**config.mk**
```make
export PLATFORM = sky130hd
export DESIGN_NAME = issue_core
export DESIGN_NICKNAME = d
export VERILOG_FILES = /design/src/hdl/ooo_pkg.sv /design/src/hdl/alu_unit.sv /design/src/hdl/issue_core.sv /design/src/hdl/map_table.sv /design/src/hdl/reservation_station.sv /design/src/hdl/tag_free_list.sv
export VERILOG_INCLUDE_DIRS = /design/src /design/src/hdl
export SDC_FILE = /design/constraint.sdc
export NUM_CORES = 2
export LEC_CHECK = 0
export ABC_CLOCK_PERIOD_IN_PS = 25500
export BUFFER_PORTS_ARGS = -buffer_cell sky130_fd_sc_hd__buf_2
export CAP_MARGIN = 20
export CORE_ASPECT_RATIO = 1.2
export CORE_MARGIN = 3
export CORE_UTILIZATION = 40
export CTS_BUF_LIST = sky130_fd_sc_hd__clkbuf_2 sky130_fd_sc_hd__clkbuf_4 sky130_fd_sc_hd__clkbuf_8
export DETAILED_ROUTE_END_ITERATION = 8
export SLEW_MARGIN = 25
export SYNTH_ARGS = -nofsm -noshare
export SYNTH_HDL_FRONTEND = slang
export SYNTH_HIERARCHICAL = 1
export SYNTH_SLANG_ARGS = --single-unit
```
**constraint.sdc**
```tcl
create_clock -name clk -period 25.5 [get_ports clk]
set_clock_uncertainty 0.1 [all_clocks]
set_input_delay 1.275 -clock clk [delete_from_list [all_inputs] [get_ports clk]]
set_output_delay 1.275 -clock clk [all_outputs]
set_load 0.05 [all_outputs]
```
**src/hdl/ooo_params.svh**
```systemverilog
`ifndef OOO_PARAMS_SVH
`define OOO_PARAMS_SVH

// architectural register file
`define NUM_ARCH_REGS 16
`define AREG_W        4

// destination tags, tag 0 means no producer
`define NUM_TAGS      16
`define TAG_W         4

`define RS_DEPTH      8
`define XLEN          32
`define AGE_W         8  // birthday counter width
`define IMM_W         12

`endif

```
**src/hdl/ooo_pkg.sv**
```systemverilog
`include "ooo_params.svh"

package ooo_pkg;

    typedef enum logic [2:0] {
        ALU_ADD = 3'd0,
        ALU_SUB = 3'd1,
        ALU_AND = 3'd2,
        ALU_OR  = 3'd3,
        ALU_XOR = 3'd4,
        ALU_SLL = 3'd5
    } alu_op_e;

    typedef struct packed {
        logic [`IMM_W-`AREG_W-1:0] pad;  // zero
        logic [`AREG_W-1:0]        idx;
    } opb_reg_t;

    // operand b is a register index or an immediate, chosen by opb_is_imm
    typedef union packed {
        opb_reg_t          rs2;
        logic [`IMM_W-1:0] imm;
    } opb_u;

    typedef struct packed {
        alu_op_e            op;
        logic [`AREG_W-1:0] rd;
        logic [`AREG_W-1:0] rs1;
        opb_u               opb;
        logic               opb_is_imm;
        logic               speculative;
    } dispatch_t;

    typedef struct packed {
        logic [`TAG_W-1:0] tag;
        logic [`XLEN-1:0]  value;
        logic              ready;
    } src_t;

    typedef struct packed {
        logic              valid;
        logic              speculative;
        alu_op_e           op;
        logic [`TAG_W-1:0] dest_tag;
        src_t              src_a;
        src_t              src_b;
        logic [`AGE_W-1:0] birthday;
    } rs_entry_t;

    typedef struct packed {
        logic              valid;
        alu_op_e           op;
        logic [`TAG_W-1:0] dest_tag;
        logic [`XLEN-1:0]  val_a;
        logic [`XLEN-1:0]  val_b;
    } issue_t;

    typedef struct packed {
        logic              valid;
        logic [`TAG_W-1:0] tag;
        logic [`XLEN-1:0]  value;
    } cdb_t;

endpackage

```
**src/hdl/alu_unit.sv**
```systemverilog
`include "ooo_params.svh"

module alu_unit (
    input  logic            clk,
    input  logic            reset,
    input  ooo_pkg::issue_t issue,
    output ooo_pkg::cdb_t   cdb
);
    import ooo_pkg::*;

    logic [`XLEN-1:0]  result;
    logic              cdb_valid_q;
    logic [`TAG_W-1:0] cdb_tag_q;
    logic [`XLEN-1:0]  cdb_value_q;

    always_comb begin
        case (issue.op)
            ALU_ADD: result = issue.val_a + issue.val_b;
            ALU_SUB: result = issue.val_a - issue.val_b;
            ALU_AND: result = issue.val_a & issue.val_b;
            ALU_OR:  result = issue.val_a | issue.val_b;
            ALU_XOR: result = issue.val_a ^ issue.val_b;
            ALU_SLL: result = issue.val_a << issue.val_b[4:0];  // shamt only
            default: result = '0;
        endcase
    end

    always_ff @(posedge clk) begin
        if (reset) begin
            cdb_valid_q <= 1'b0;
        end else begin
            cdb_valid_q <= issue.valid;
        end
    end

    always_ff @(posedge clk) begin
        cdb_tag_q   <= issue.dest_tag;
        cdb_value_q <= result;
    end

    always_comb begin
        cdb.valid = cdb_valid_q;
        cdb.tag   = cdb_tag_q;
        cdb.value = cdb_value_q;
    end

endmodule

```
**src/hdl/issue_core.sv**
```systemverilog
`include "ooo_params.svh"

module issue_core (
    input  logic               clk,
    input  logic               reset,
    input  ooo_pkg::dispatch_t dispatch,
    input  logic               dispatch_valid,
    input  logic               exec_stall,
    input  logic               kill,
    input  logic               resolve,
    output logic               dispatch_stall,
    output ooo_pkg::cdb_t      cdb
);
    import ooo_pkg::*;

    src_t                 rs1_src;
    src_t                 rs2_src;
    src_t                 opb_src;
    rs_entry_t            alloc_entry;
    issue_t               issue;
    logic                 rs_full;
    logic                 tags_empty;
    logic                 accept;
    logic [`TAG_W-1:0]    alloc_tag;
    logic [`NUM_TAGS-1:0] killed_tags;

    assign dispatch_stall = rs_full || tags_empty;
    assign accept         = dispatch_valid && !dispatch_stall;

    always_comb begin
        if (dispatch.opb_is_imm) begin
            opb_src.tag   = '0;
            opb_src.value = {{(`XLEN-`IMM_W){dispatch.opb.imm[`IMM_W-1]}}, dispatch.opb.imm};
            opb_src.ready = 1'b1;
        end else begin
            opb_src = rs2_src;
        end
        alloc_entry.valid       = 1'b1;
        alloc_entry.speculative = dispatch.speculative;
        alloc_entry.op          = dispatch.op;
        alloc_entry.dest_tag    = alloc_tag;
        alloc_entry.src_a       = rs1_src;
        alloc_entry.src_b       = opb_src;
        alloc_entry.birthday    = '0;  // stamped in the station
    end

    map_table u_map_table (
        .clk     (clk),
        .reset   (reset),
        .rd_we   (accept),
        .rd_idx  (dispatch.rd),
        .rd_tag  (alloc_tag),
        .rd_spec (dispatch.speculative),
        .rs1_idx (dispatch.rs1),
        .rs2_idx (dispatch.opb.rs2.idx),
        .cdb     (cdb),
        .kill    (kill),
        .resolve (resolve),
        .rs1_src (rs1_src),
        .rs2_src (rs2_src)
    );

    tag_free_list u_tag_free_list (
        .clk         (clk),
        .reset       (reset),
        .alloc       (accept),
        .cdb         (cdb),
        .killed_tags (killed_tags),
        .alloc_tag   (alloc_tag),
        .empty       (tags_empty)
    );

    reservation_station u_rs (
        .clk          (clk),
        .reset        (reset),
        .alloc_enable (accept),
        .alloc_entry  (alloc_entry),
        .cdb          (cdb),
        .exec_stall   (exec_stall),
        .kill         (kill),
        .resolve      (resolve),
        .rs_full      (rs_full),
        .issue        (issue),
        .killed_tags  (killed_tags)
    );

    alu_unit u_alu (
        .clk   (clk),
        .reset (reset),
        .issue (issue),
        .cdb   (cdb)
    );

endmodule

```
**src/hdl/map_table.sv**
```systemverilog
`include "ooo_params.svh"

module map_table (
    input  logic                clk,
    input  logic                reset,
    input  logic                rd_we,
    input  logic [`AREG_W-1:0]  rd_idx,
    input  logic [`TAG_W-1:0]   rd_tag,
    input  logic                rd_spec,
    input  logic [`AREG_W-1:0]  rs1_idx,
    input  logic [`AREG_W-1:0]  rs2_idx,
    input  ooo_pkg::cdb_t       cdb,
    input  logic                kill,
    input  logic                resolve,
    output ooo_pkg::src_t       rs1_src,
    output ooo_pkg::src_t       rs2_src
);
    import ooo_pkg::*;

    logic [`XLEN-1:0]          reg_value [`NUM_ARCH_REGS];
    logic [`TAG_W-1:0]         reg_tag   [`NUM_ARCH_REGS];
    logic [`NUM_ARCH_REGS-1:0] reg_ready;
    logic [`NUM_ARCH_REGS-1:0] reg_spec;

    // read with same-cycle cdb forwarding
    function automatic src_t lookup(input logic [`AREG_W-1:0] idx);
        src_t src;
        logic hit;
        hit       = cdb.valid && (reg_tag[idx] != '0) && (cdb.tag == reg_tag[idx]);
        src.tag   = reg_tag[idx];
        src.value = hit ? cdb.value : reg_value[idx];
        src.ready = reg_ready[idx] || (reg_tag[idx] == '0) || hit;
        return src;
    endfunction

    always_comb begin
        rs1_src = lookup(rs1_idx);
        rs2_src = lookup(rs2_idx);
    end

    always_ff @(posedge clk) begin
        if (reset) begin
            for (int i = 0; i < `NUM_ARCH_REGS; i++) begin
                reg_value[i] <= '0;
                reg_tag[i]   <= '0;
            end
            reg_ready <= '1;
            reg_spec  <= '0;
        end else begin
            for (int i = 0; i < `NUM_ARCH_REGS; i++) begin
                if (cdb.valid && (reg_tag[i] != '0) && (reg_tag[i] == cdb.tag)) begin
                    reg_value[i] <= cdb.value;
                    reg_tag[i]   <= '0;  // producer done
                    reg_ready[i] <= 1'b1;
                end
                // roll back to the last written value
                if (kill && reg_spec[i]) begin
                    reg_tag[i]   <= '0;
                    reg_ready[i] <= 1'b1;
                end
                if (kill || resolve) begin
                    reg_spec[i] <= 1'b0;
                end
            end
            // rename wins over kill and write-back
            if (rd_we) begin
                reg_tag[rd_idx]   <= rd_tag;
                reg_ready[rd_idx] <= 1'b0;
                reg_spec[rd_idx]  <= rd_spec;
            end
        end
    end

endmodule

```
**src/hdl/reservation_station.sv**
```systemverilog
`include "ooo_params.svh"

module reservation_station (
    input  logic                 clk,
    input  logic                 reset,
    input  logic                 alloc_enable,
    input  ooo_pkg::rs_entry_t   alloc_entry,
    input  ooo_pkg::cdb_t        cdb,
    input  logic                 exec_stall,
    input  logic                 kill,
    input  logic                 resolve,
    output logic                 rs_full,
    output ooo_pkg::issue_t      issue,
    output logic [`NUM_TAGS-1:0] killed_tags
);
    import ooo_pkg::*;

    localparam int IDX_W = $clog2(`RS_DEPTH);

    rs_entry_t            slots [`RS_DEPTH];
    rs_entry_t            new_entry;
    logic [`AGE_W-1:0]    birth_ctr;
    logic [`RS_DEPTH-1:0] entry_ready;
    logic [`RS_DEPTH-1:0] flush;
    logic [IDX_W-1:0]     free_idx;
    logic [IDX_W-1:0]     sel_idx;
    logic                 found_free;
    logic                 found_ready;
    logic [`AGE_W-1:0]    age;
    logic [`AGE_W-1:0]    best_age;

    always_comb begin
        for (int i = 0; i < `RS_DEPTH; i++) begin
            entry_ready[i] = slots[i].valid && slots[i].src_a.ready && slots[i].src_b.ready;
        end
    end

    // lowest free slot
    always_comb begin
        found_free = 1'b0;
        free_idx   = '0;
        for (int i = `RS_DEPTH - 1; i >= 0; i--) begin
            if (!slots[i].valid) begin
                found_free = 1'b1;
                free_idx   = IDX_W'(i);
            end
        end
    end

    assign rs_full = !found_free;

    // oldest ready entry, age taken modulo the counter width
    always_comb begin
        found_ready = 1'b0;
        sel_idx     = '0;
        best_age    = '0;
        age         = '0;
        for (int i = 0; i < `RS_DEPTH; i++) begin
            age = birth_ctr - slots[i].birthday;
            if (entry_ready[i] && (!found_ready || age > best_age)) begin
                found_ready = 1'b1;
                sel_idx     = IDX_W'(i);
                best_age    = age;
            end
        end
    end

    always_comb begin
        issue.valid    = found_ready && !exec_stall;
        issue.op       = slots[sel_idx].op;
        issue.dest_tag = slots[sel_idx].dest_tag;
        issue.val_a    = slots[sel_idx].src_a.value;
        issue.val_b    = slots[sel_idx].src_b.value;
    end

    // an entry issuing this cycle escapes the kill
    always_comb begin
        killed_tags = '0;
        for (int i = 0; i < `RS_DEPTH; i++) begin
            flush[i] = kill && slots[i].valid && slots[i].speculative
                       && !(issue.valid && (sel_idx == IDX_W'(i)));
            if (flush[i]) begin
                killed_tags[slots[i].dest_tag] = 1'b1;
            end
        end
    end

    always_comb begin
        new_entry          = alloc_entry;
        new_entry.valid    = 1'b1;
        new_entry.birthday = birth_ctr;
    end

    always_ff @(posedge clk) begin
        if (reset) begin
            for (int i = 0; i < `RS_DEPTH; i++) begin
                slots[i].valid       <= 1'b0;
                slots[i].speculative <= 1'b0;
            end
            birth_ctr <= '0;
        end else begin
            for (int i = 0; i < `RS_DEPTH; i++) begin
                // wakeup, both sources independently
                if (cdb.valid && slots[i].valid) begin
                    if (!slots[i].src_a.ready && (slots[i].src_a.tag == cdb.tag)) begin
                        slots[i].src_a.value <= cdb.value;
                        slots[i].src_a.ready <= 1'b1;
                    end
                    if (!slots[i].src_b.ready && (slots[i].src_b.tag == cdb.tag)) begin
                        slots[i].src_b.value <= cdb.value;
                        slots[i].src_b.ready <= 1'b1;
                    end
                end
                if (resolve) begin
                    slots[i].speculative <= 1'b0;
                end
                if (flush[i]) begin
                    slots[i].valid <= 1'b0;
                end
            end
            if (issue.valid) begin
                slots[sel_idx].valid <= 1'b0;
            end
            if (alloc_enable && found_free) begin
                slots[free_idx] <= new_entry;
                birth_ctr       <= birth_ctr + 1'b1;
            end
        end
    end

endmodule

```
**src/hdl/tag_free_list.sv**
```systemverilog
`include "ooo_params.svh"

module tag_free_list (
    input  logic                 clk,
    input  logic                 reset,
    input  logic                 alloc,
    input  ooo_pkg::cdb_t        cdb,
    input  logic [`NUM_TAGS-1:0] killed_tags,
    output logic [`TAG_W-1:0]    alloc_tag,
    output logic                 empty
);

    logic [`NUM_TAGS-1:0] busy;
    logic [`NUM_TAGS-1:0] busy_next;

    // lowest free tag, 0 never handed out
    always_comb begin
        alloc_tag = '0;
        for (int i = `NUM_TAGS - 1; i >= 1; i--) begin
            if (!busy[i]) begin
                alloc_tag = i[`TAG_W-1:0];
            end
        end
    end

    assign empty = &busy[`NUM_TAGS-1:1];

    always_comb begin
        busy_next = busy & ~killed_tags;
        if (cdb.valid) begin
            busy_next[cdb.tag] = 1'b0;
        end
        if (alloc && !empty) begin
            busy_next[alloc_tag] = 1'b1;
        end
        busy_next[0] = 1'b1;  // reserved
    end

    always_ff @(posedge clk) begin
        if (reset) begin
            busy <= `NUM_TAGS'(1);
        end else begin
            busy <= busy_next;
        end
    end

endmodule

```
==> out/results.tsv <==
stage	metric	value	unit
worst_setup_path	reg2regPathDepth	78	
worst_setup_path	cp_data_arrival_time	22.31	ns
detailed_routing	top_layer	met5	
final_layout	fillers	17830	
sta	final-hold-violation-count	0	
final_layout	mostFrequentLayoutCells	edfxtp_1 (1,295), nand2_1 (1,056), nor2_1 (576)	
worst_setup_path	cp_max_fo	44	
logic_synthesis	synth_area	78880	µm²
logic_synthesis	synthCells	6699	
floorplan	die-area	202600	µm²
floorplan	boundaryPins	69	
floorplan	die_w	411.4	µm
place	port_buffers	68	
clocking	cts.sinks	1396	
logic_synthesis	synth_fp_nets	6949	
detailed_routing	dr.pass1.iters	7	
worst_setup_path	crit_top_cell	ha_1	
grt	grt.total_usage	26.23	%
sta	finalWorstSetupSlack	3.979	ns
worst_hold_path	hp-class	register to register	
grt	grt_max_degree	76	
clocking	cts_max_path_buffers	3	
detailed_routing	drt.antenna.violating_nets	0	
detailed_routing	dr_wl_met3	24.41	mm
detailed_routing	wl_per_cell	29.12	µm
run	drv_cap	0	
sta	fin_crit	21.52	ns
worst_hold_path	min_path_cells	2	
sta	worstMarginPinSlew	1.131	ns
run_status	outcome	finished clean	
sta	slew_headroom	24.29	%
worst_setup_path	worstSetupPathType	register to register	
sta	tns	0	ns
sta	rsz0062_at_grt	no	
floorplan	die_y	492.5	µm
power_and_ir_drop	peakVddDrop	0.05910	mV
grt	grt_pass1_vias	57510	
worst_setup_path	r2r_slack	3.98	ns
detailed_routing	finalWirelength	273.0	mm
grt	grt_pass1_wl	393.2	mm
final_layout	drive_gt1_share	17.82	%
clocking	post_cts_buffers	0	
detailed_routing	drtIter0Drc	7790	
place	gp_congestion	0.9221	
place	dp_hpwl	168.4	mm
detailed_routing	viasPerCell	6.250	
detailed_routing	route.detailed.drc	0	
sta	slew_viol_final	0	
clocking	cts_hold_buffers	0	
floorplan	row_count	177	
worst_setup_path	cp.required	26.29	ns
worst_setup_path	end_kind	register	
clocking	clk_pin_slew_worst_paths	0.07	ns
grt	grt_antenna_before_repair	13	
clocking	cts_tree	built	
worst_setup_path	startpoint	u_rs/birth_ctr[0]$_SDFFE_PP0P_	
worst_setup_path	cp_slowest_stage_delay	0.74	ns
detailed_routing	wl_met2	132.3	mm
clocking	root_buffer	clkbuf_8	
sta	max_freq	46.47	MHz
clocking	numCtsBuffers	218	
floorplan	initial_utilization	40.47	%
grt	grt_overflow	0	
clocking	cts.htree.levels	4	
place	place_ws	3.737	ns
sta	final-setup-viol-count	0	
worst_setup_path	critPathLaunchType	register	
floorplan	core	194900	µm²
worst_hold_path	hold_path_end	u_map_table/reg_ready[12]$_SDFF_PP1_	
detailed_routing	wl_met1	104.4	mm
final_layout	syn_to_final_growth	9.230	%
detailed_routing	vias	58580	
power_and_ir_drop	p_per_area	65.66	nW/µm²
worst_hold_path	hp-start	u_map_table/reg_ready[12]$_SDFF_PP1_	
worst_setup_path	rr_endpoint	u_alu/cdb_value_q[27]$_DFF_P_	
power_and_ir_drop	cellLeakagePower	31.86	nW
sta	period_share	84.40	%
worst_setup_path	r2r_start	u_rs/birth_ctr[0]$_SDFFE_PP0P_	
logic_synthesis	syn_avg_cell_area	11.77	µm²
final_layout	mostFrequentLayoutCell	edfxtp_1	
clocking	clk_latency	1.01	ns
clocking	post_cts_resized	0	
worst_setup_path	slowest_stage	clkinv_1	
logic_synthesis	yosysWarnings	6	
final_layout	nets	6834	
==> layer usage <==
metal | vias up | global-route usage (%)
met4 | 2 | 10.87
met5 | - | 0
met3 | 668 | 4.515
met2 | 3424 | 44.04
li1 | 24980 | -
met1 | 29510 | 33.52
==> registers in the layout (all words and copies together), names as in the netlist <==
register and flops:
u_alu/cdb_tag_q 4, u_map_table/reg_ready 16, u_rs/birth_ctr 8, u_alu/cdb_valid_q 1, u_map_table/reg_tag 64, u_map_table/reg_spec 16
u_rs/slots 728, u_tag_free_list/busy 15, u_map_table/reg_value 512, u_alu/cdb_value_q 32
==> worst max path at each step <==
stage	endpoint	slack, ns	cells after the start
floorplan	u_alu/cdb_value_q[31]$_DFF_P_	7.73	88
CTS	u_alu/cdb_value_q[31]$_DFF_P_	3.65	78
finish	u_alu/cdb_value_q[27]$_DFF_P_	3.98	78
global route	u_alu/cdb_value_q[27]$_DFF_P_	2.26	81
detailed placement	u_alu/cdb_value_q[27]$_DFF_P_	3.74	78
global placement	u_alu/cdb_value_q[27]$_DFF_P_	4.12	78
==> layout make-up <==
type,instances,area [µm²],area share (%)
clock inverter,102,782.0,0.9076
antenna,6,15.01,0.01743
multi-input combinational,4488,34900,40.51
tap,2595,3247,3.768
sequential,1396,40920,47.49
inverter,247,947.2,1.099
timing repair buffer,233,1634,1.897
clock buffer,307,3719,4.316
==> where the power goes <==
group / leakage (nW) / switching (mW) / total [mW] / internal (mW)
sequential: 13.5 / 0.0479 / 2.67 / 2.63
clock: 2.38 / 0.950 / 1.98 / 1.03
combinational: 16.0 / 0.661 / 1.00 / 0.341
==> through the flow <==
stage               instances  hold slack [ns]  util [%]  power [mW]  instance area [µm²]
global placement         8959           0.3469     41.89       3.686                81640
global route             9370           0.3825     44.21       5.855                86150
floorplan                6699           0.3322         -       3.386                78880
finish                   9374           0.3660     44.21       5.657                86160
CTS                      9368           0.3677     44.20       5.671                86140
detailed placement       8959           0.3591     41.89       3.704                81640
==> critical path: cells and delay by family, from the launching register on <==
kind	cells	cell delay, ns
compound gates	30	8.17
xor+xnor	3	0.37
fa+ha+maj	11	3.81
buf+inv	8	2.55
flops	1	0.43
mux	2	0.66
simple gates	24	5.31
No activity file was read; power rests on OpenSTA's default activity.
